## config.mk

```make
export PLATFORM = sky130hd
export DESIGN_NAME = axi_master
export DESIGN_NICKNAME = d
export VERILOG_FILES = /design/src/source/axi_pkg.sv /design/src/source/axi_master.sv
export SDC_FILE = /design/constraint.sdc
export NUM_CORES = 1
export LEC_CHECK = 0
export ABC_CLOCK_PERIOD_IN_PS = 4400
export BUFFER_PORTS_ARGS = -buffer_cell sky130_fd_sc_hd__buf_2
export CAP_MARGIN = 20
export CORE_AREA = 2 2 112 114
export CTS_CLUSTER_DIAMETER = 80
export CTS_CLUSTER_SIZE = 40
export DETAILED_ROUTE_END_ITERATION = 16
export DIE_AREA = 0 0 114 116
export GPL_TIMING_DRIVEN = 0
export PLACE_DENSITY = 0.67
export SLEW_MARGIN = 20
export SYNTH_ARGS = -nofsm -noshare
export SYNTH_HDL_FRONTEND = slang
export SYNTH_SLANG_ARGS = --single-unit
```

## constraint.sdc

```tcl
create_clock -name clk -period 4.4 [get_ports clk]
set_input_delay 0.88 -clock clk [delete_from_list [all_inputs] [get_ports clk]]
set_output_delay 0.88 -clock clk [all_outputs]
set_load 0.1 [all_outputs]
```

## src/source/axi_pkg.sv

```systemverilog
package axi_pkg;

    // Bus widths
    typedef logic [31:0] addr_t;
    typedef logic [31:0] data_t;
    typedef logic [3:0]  strb_t;

    typedef logic [3:0]  axi_id_t;
    typedef logic [7:0]  axi_len_t;
    typedef logic [2:0]  axi_size_t;
    typedef logic [1:0]  axi_burst_t;
    typedef logic [1:0]  axi_resp_t;

    // Cache write width, 0 byte, 1 halfword, else word
    typedef logic [1:0]  wtype_t;

    localparam axi_len_t   AXI_LEN_ONE    = 8'd0;
    localparam axi_len_t   AXI_LEN_FOUR   = 8'd3;
    localparam axi_size_t  AXI_SIZE_WORD  = 3'd2;
    localparam axi_burst_t AXI_BURST_INCR = 2'd1;
    localparam axi_resp_t  AXI_RESP_OKAY  = 2'd0;

    localparam strb_t STRB_BYTE  = 4'b0001;
    localparam strb_t STRB_HWORD = 4'b0011;
    localparam strb_t STRB_WORD  = 4'b1111;

    // Shared by AR and AW
    typedef struct packed {
        axi_id_t    id;
        addr_t      addr;
        axi_len_t   len;
        axi_size_t  size;
        axi_burst_t burst;
    } axi_ax_t;

    typedef struct packed {
        data_t data;
        strb_t strb;
        logic  last;
    } axi_w_t;

    typedef struct packed {
        axi_id_t id;
        data_t   data;
        logic    last;
    } axi_r_t;

    typedef struct packed {
        axi_id_t   id;
        axi_resp_t resp;
    } axi_b_t;

    // Master to slave
    typedef struct packed {
        axi_ax_t ar;
        logic    arvalid;
        axi_ax_t aw;
        logic    awvalid;
        axi_w_t  w;
        logic    wvalid;
        logic    rready;
        logic    bready;
    } axi_m2s_t;

    // Slave to master
    typedef struct packed {
        logic   arready;
        logic   awready;
        logic   wready;
        axi_r_t r;
        logic   rvalid;
        axi_b_t b;
        logic   bvalid;
    } axi_s2m_t;

endpackage

```

## src/source/axi_master.sv

```systemverilog
module axi_master import axi_pkg::*; (
    input  logic     clk,
    input  logic     rst,
    // Cache side
    input  logic     creq_i,
    input  logic     sctrl_rd_i,
    input  logic     cwrite_i,
    input  wtype_t   cwtype_i,
    input  data_t    cdatain_i,
    input  addr_t    caddr_i,
    // AXI side
    input  axi_s2m_t s2m_i,
    output axi_m2s_t m2s_o,
    output data_t    dataout_o,
    output logic     wait_o
);

    typedef enum logic [2:0] {
        IDLE,
        AR_CH,
        R_CH,
        AW_CH,
        W_CH,
        B_CH
    } state_e;

    state_e state_q;
    state_e state_d;

    logic  arhns;
    logic  awhns;
    logic  rhns;
    logic  whns;
    logic  bhns;
    logic  rdfin;
    logic  req_rd;
    logic  req_wr;
    strb_t wstrb;
    data_t rdata_q;

    assign req_rd = (creq_i & ~cwrite_i) | sctrl_rd_i;
    assign req_wr = creq_i & cwrite_i;

    assign arhns = m2s_o.arvalid & s2m_i.arready;
    assign awhns = m2s_o.awvalid & s2m_i.awready;
    assign rhns  = m2s_o.rready  & s2m_i.rvalid;
    assign whns  = m2s_o.wvalid  & s2m_i.wready;
    assign bhns  = m2s_o.bready  & s2m_i.bvalid;
    assign rdfin = rhns & s2m_i.r.last;

    // Narrow writes use the low lanes only
    always_comb begin
        case (cwtype_i)
            2'd0:    wstrb = STRB_BYTE;
            2'd1:    wstrb = STRB_HWORD;
            default: wstrb = STRB_WORD;
        endcase
    end

    always_comb begin
        m2s_o = '0;

        m2s_o.ar.id    = '0;
        m2s_o.ar.addr  = caddr_i;
        m2s_o.ar.len   = sctrl_rd_i ? AXI_LEN_FOUR : AXI_LEN_ONE;
        m2s_o.ar.size  = AXI_SIZE_WORD;
        m2s_o.ar.burst = AXI_BURST_INCR;

        m2s_o.aw.id    = '0;
        m2s_o.aw.addr  = caddr_i;
        m2s_o.aw.len   = AXI_LEN_ONE;
        m2s_o.aw.size  = AXI_SIZE_WORD;
        m2s_o.aw.burst = AXI_BURST_INCR;

        m2s_o.w.data = cdatain_i;
        m2s_o.w.strb = wstrb;
        m2s_o.w.last = 1'b1;

        case (state_q)
            IDLE: begin
                m2s_o.arvalid = req_rd;
                // Read wins if both show up
                m2s_o.awvalid = req_wr & ~req_rd;
            end
            AR_CH: m2s_o.arvalid = 1'b1;
            R_CH:  m2s_o.rready  = 1'b1;
            AW_CH: m2s_o.awvalid = 1'b1;
            W_CH:  m2s_o.wvalid  = 1'b1;
            B_CH:  m2s_o.bready  = 1'b1;
            default: ;
        endcase
    end

    always_comb begin
        state_d = state_q;
        case (state_q)
            IDLE: begin
                if (m2s_o.arvalid) begin
                    state_d = arhns ? R_CH : AR_CH;
                end else if (m2s_o.awvalid) begin
                    state_d = awhns ? W_CH : AW_CH;
                end
            end
            AR_CH: state_d = arhns ? R_CH : AR_CH;
            R_CH:  state_d = rdfin ? IDLE : R_CH;
            AW_CH: state_d = awhns ? W_CH : AW_CH;
            W_CH:  state_d = whns ? B_CH : W_CH;
            B_CH:  state_d = bhns ? IDLE : B_CH;
            default: state_d = IDLE;
        endcase
    end

    always_ff @(posedge clk or negedge rst) begin
        if (!rst) begin
            state_q <= IDLE;
        end else begin
            state_q <= state_d;
        end
    end

    // Last beat kept for the cache between beats
    always_ff @(posedge clk) begin
        if (rhns) begin
            rdata_q <= s2m_i.r.data;
        end
    end

    assign dataout_o = rhns ? s2m_i.r.data : rdata_q;

    // Low wait marks a delivered beat or an accepted write
    always_comb begin
        case (state_q)
            IDLE:    wait_o = req_rd | req_wr;
            AR_CH:   wait_o = 1'b1;
            R_CH:    wait_o = ~rhns;
            AW_CH:   wait_o = 1'b1;
            W_CH:    wait_o = ~whns;
            B_CH:    wait_o = req_rd | req_wr;
            default: wait_o = 1'b0;
        endcase
    end

    ar_stable: assert property (@(posedge clk) disable iff (!rst)
        m2s_o.arvalid && !s2m_i.arready |=> m2s_o.arvalid);

    ar_aw_excl: assert property (@(posedge clk) disable iff (!rst)
        !(m2s_o.arvalid && m2s_o.awvalid));

endmodule

```

== Word-level counts from Yosys, hierarchy flattened ==
Index checks and enable logic that the tools add are counted.

* Eq/ne operators: 7
* Multiplexer cells: 17
* Bitwise operators: 15
* Reduce and logical (&&, ||, !) cells: 4

{| class="wikitable"
|+ Operators by type and width
! kind !! count
|-
| two-way mux 32 bit || 1
|-
| case mux 3 bit (6 select lines) || 1
|-
| two-way mux 3 bit || 4
|-
| bitwise AND 1 bit || 9
|-
| case mux 4 bit (2 select lines) || 1
|-
| == test 3 x 2 -> 1 bit (second input constant) || 2
|-
| == test 3 bit (second input constant) || 2
|-
| two-way mux 2 bit || 3
|-
| two-way mux 1 bit || 4
|-
| inverter 1 bit || 4
|-
| case mux 1 bit (2 select lines) || 2
|-
| case mux 1 bit (4 select lines) || 1
|-
| OR reduction 2 bit || 2
|-
| == test 3 x 1 -> 1 bit (second input constant) || 1
|-
| logical NOT 3 bit || 1
|-
| != test 3 bit (second input constant) || 1
|-
| == test 2 x 1 -> 1 bit (second input constant) || 1
|-
| logical NOT 2 bit || 1
|-
| bitwise OR 1 bit || 2
|}

* Register bits after elaboration: 35
* Input bits: 119
* Output and inout bits: 173
* Logic and storage cells: 45

== Logic depth before layout (Yosys ltp) ==
* Depth after elaboration: 11
* Depth in mapped cells: 7
* Mapped depth without buffers: 4

== Least setup slack after synthesis ==
No wires, ideal clock.

* Kind: input-to-output
* Start point: input s2m_i[7] (netlist bit)
* End point: output wait_o
* Data arrival time: 4.343 ns
* Data required time: 3.520 ns
* Path slack: -0.823 ns
* Stages on the path: 1
* Path buffers: 0
* Path through: o311ai_0

* Word-level cells in the longest chain between the ends: 3

{| class="wikitable"
|+ RTL lines
! item !! line !! source
|-
| from (decl) || axi_master.sv:12 || <nowiki>input axi_s2m_t s2m_i,</nowiki>
|-
| bitwise AND 1 bit || axi_master.sv:46 || <nowiki>assign rhns = m2s_o.rready & s2m_i.rvalid;</nowiki>
|-
| inverter 1 bit || axi_master.sv:135 || <nowiki>R_CH: wait_o = ~rhns;</nowiki>
|-
| case mux 1 bit (4 select lines) || axi_master.sv:132 || <nowiki>case (state_q)</nowiki>
|-
| to (decl) || axi_master.sv:15 || <nowiki>output logic wait_o</nowiki>
|}

Every way passes these cells.

== Worst setup path after layout ==
* Start point: input s2m_i[7] (netlist bit)
* End point: output dataout_o[14]

* Word-level cells in the longest chain between the ends: 2

{| class="wikitable"
|+ RTL lines
! item !! line !! source
|-
| bitwise AND 1 bit || axi_master.sv:46 ||
|-
| two-way mux 32 bit || - ||
|-
| to (decl) || axi_master.sv:14 || <nowiki>output data_t dataout_o,</nowiki>
|}

Every way passes these cells.

==> summary.md <==
| Metric | Value |
|---|---|
| Status | finished clean |
| Critical path arrival | 2.06 ns |
| Final ANT Viol Nets | 0 |
| Die ar. | 0.0132 mm² |
| RePlAce Congestion | 0.792 |
| Vias | 2193 |
| Slew @ Worst Pin | 0.521 ns |
| Final setup fails | 0 |
| Fin crit period | 2.94 ns |
| Pin count of the biggest net entering global routing | 11 |
| Share of cells above drive strength 1 | 77.7% |
| Fillers | 1259 |
| Initial antenna violation count | 0 |
| Setup TNS | 0 ns |
| Die Span Y | 116 µm |
| ANT cells | 0 |
| GRT Total Usage | 9.29% |
| PostCTS Resize Cnt | 0 |
| Die Width | 114 µm |
| Num Clock Sinks | 35 |
| Most frequent cells in the layout | buf_2 (184), buf_4 (133), conb_1 (34), dfxtp_1 (32), mux2_4 (30) |
| Most common cell after layout, fill and taps aside | buf_2 |
| Sequential element share of the synthesized area | 28.1% |
| Required time worst endpoint | 3.52 ns |
| CTS H-tree depth | 2 |
| Tcrit/Tclk final | 66.7% |
| CTS Buffer Depth | 2 |
| Total CTS buffers | 5 |
| CP Capture Type | output pin |
| Synth unique cells | 34 |
| Final Max Slew Viols | 0 |
| Num ports | 292 |
| Iteration-0 DRC Markers | 41 |
| DRC violations left | 0 |
| Wire length per cell | 11.3 µm |
| Area grow syn2layout | 53.6% |
| Clock Latency Late Sink | 0.27 ns |
| Class of the worst hold path | in -> async |
| Worst-path fanout max | 10 |
| Starting Density | 21.4% |
| RSZ-0062 raised after global routing | false |
| Met1 GRT Util | 9.89% |
| Top Usage Layer GRT | met2 |
| GRT overflow | 0 |
| Via density per instance | 3.55 |
| Yosys warns | 0 |
| Worst rel slew slack | 65.5% |
| DRT Pass-1 Iters | 4 |
| Met2 GRT Util | 17.7% |
| Vias in the first global route | 1940 |
| Met3 Track Usage GR | 2.62% |
| Max cap viols | 0 |
| WS Path Type | in -> out |
| Setup crit start kind | input pin |
| Post-synthesis instance area | 0.00255 mm² |
| Cells after Synth | 249 |
| Core Box Area | 0.0119 mm² |
| Clk slew on worst S/H paths | 0.05 ns |
| First-pass GRT wire length | 9.65 mm |
| Final net count | 590 |
| Post-Syn Area per Cell | 10.2 µm² |
| Synth Register Bits | 35 |
| Clock Tree Root | clkbuf_16 |
| CTS tree | built |
| Port bufs | 183 |
| Setup Skew | 0.00294 ns |
| Fin. Hold Viols | 0 |
| Hpwl dp | 6.26 mm |
| Final WL | 7.01 mm |
| Hold buffers post-CTS | 0 |
| F_max | 341 MHz |
| Setup Fix Bufs, Post-CTS | 0 |
| Cell Rows | 40 |
[per-stage QoR]
step                      cell area (µm²)  util, %  hold slack (ns)  std cells  setup WS, ns
after floorplan                      2670        -            0.573        281         0.351
after global placement               3770     31.6            0.450        611          1.47
after detailed placement             3770     31.6            0.455        611          1.46
after CTS                            3910     32.8            0.394        618          1.46
after global routing                 3910     32.8            0.395        618          1.40
final                                3910     32.8            0.400        618          1.46
[synthesized netlist by cell type]
cell type / n / area [µm²]
nor2b_1: 1 / 6.26
buf_4: 133 / 998
a32oi_1: 1 / 8.76
o311ai_0: 3 / 26.3
buf_12: 4 / 80.1
or2_2: 1 / 6.26
a221oi_1: 1 / 8.76
dfxtp_1: 32 / 641
nor3_4: 1 / 16.3
o21ai_0: 3 / 15.0
buf_2: 1 / 5.00
or3b_2: 1 / 8.76
o41ai_1: 1 / 8.76
nor2_1: 4 / 15.0
and2_4: 1 / 8.76
and3b_1: 1 / 8.76
clkbuf_1: 2 / 7.51
nand3_1: 1 / 5.00
mux2i_1: 1 / 10.0
mux2_4: 30 / 450
inv_1: 2 / 7.51
nand2_1: 5 / 18.8
nand4_1: 1 / 6.26
inv_6: 1 / 8.76
nor3_1: 2 / 10.0
dfrtp_1: 3 / 75.1
and3_1: 2 / 12.5
o31ai_1: 1 / 7.51
nor4_1: 1 / 6.26
mux2_2: 2 / 22.5
a21oi_1: 2 / 10.0
conb_1: 2 / 7.51
a22oi_1: 1 / 7.51
buf_6: 1 / 11.3
[layer usage]
| layer | wire [µm] | share of wire, % |
|---|---|---|
| met1 | 2490 | 36 |
| met2 | 3720 | 53 |
| met3 | 708 | 10 |
| met4 | 82 | 1.2 |
| met5 | 0 | 0 |
[critical path: stages]
cell    delay [ns]
buf_2         0.12
and2_4        0.14
buf_12        0.13
buf_12        0.15
mux2_4        0.20
buf_2         0.43
[final timing paths]
check,slack [ns],cells past startpoint,start,endpoint
min reg2reg,0.46,1,rdata_q[1],rdata_q[1]
min in group clk,0.46,1,rdata_q[1],rdata_q[1]
max in group asynchronous,3.89,1,rst,state_q[1]
min,0.40,1,rst,state_q[2]
max reg2reg,2.81,7,state_q[1],rdata_q[11]
max,1.46,6,s2m_i[7],dataout_o[14]
[registers in the layout, indices dropped and copies added, names as in the netlist]
signal and count:
state_q 3, rdata_q 32
[cell families (layout without fill, tap and decap cells)]
family                 count (synthesis)  count (layout)  share of synthesized area [%]
AO/OA/AOI/OAI                         13              13                           3.64
buffers and inverters                144             334                           43.9
flip-flops                            35              35                           28.1
multiplexers                          33              33                           19.0
other                                  2              34                          0.295
AND/OR/NAND/NOR                       22              22                           5.06
[layout make-up]
| cell class | instances | area (µm²) | area share, % |
|---|---|---|---|
| Tap cell | 147 | 184 | 4.70 |
| Multi-Input combinational cell | 102 | 832 | 21.3 |
| Clock buffer | 6 | 139 | 3.55 |
| Sequential cell | 35 | 716 | 18.3 |
| Inverter | 3 | 16.3 | 0.416 |
| Timing Repair Buffer | 183 | 916 | 23.4 |
| Buffer | 141 | 1100 | 28.2 |
| Clock inverter | 1 | 5.00 | 0.128 |
Power is not shown: default switching activity piles up to over one toggle a cycle in this logic, so the estimate is an artifact.
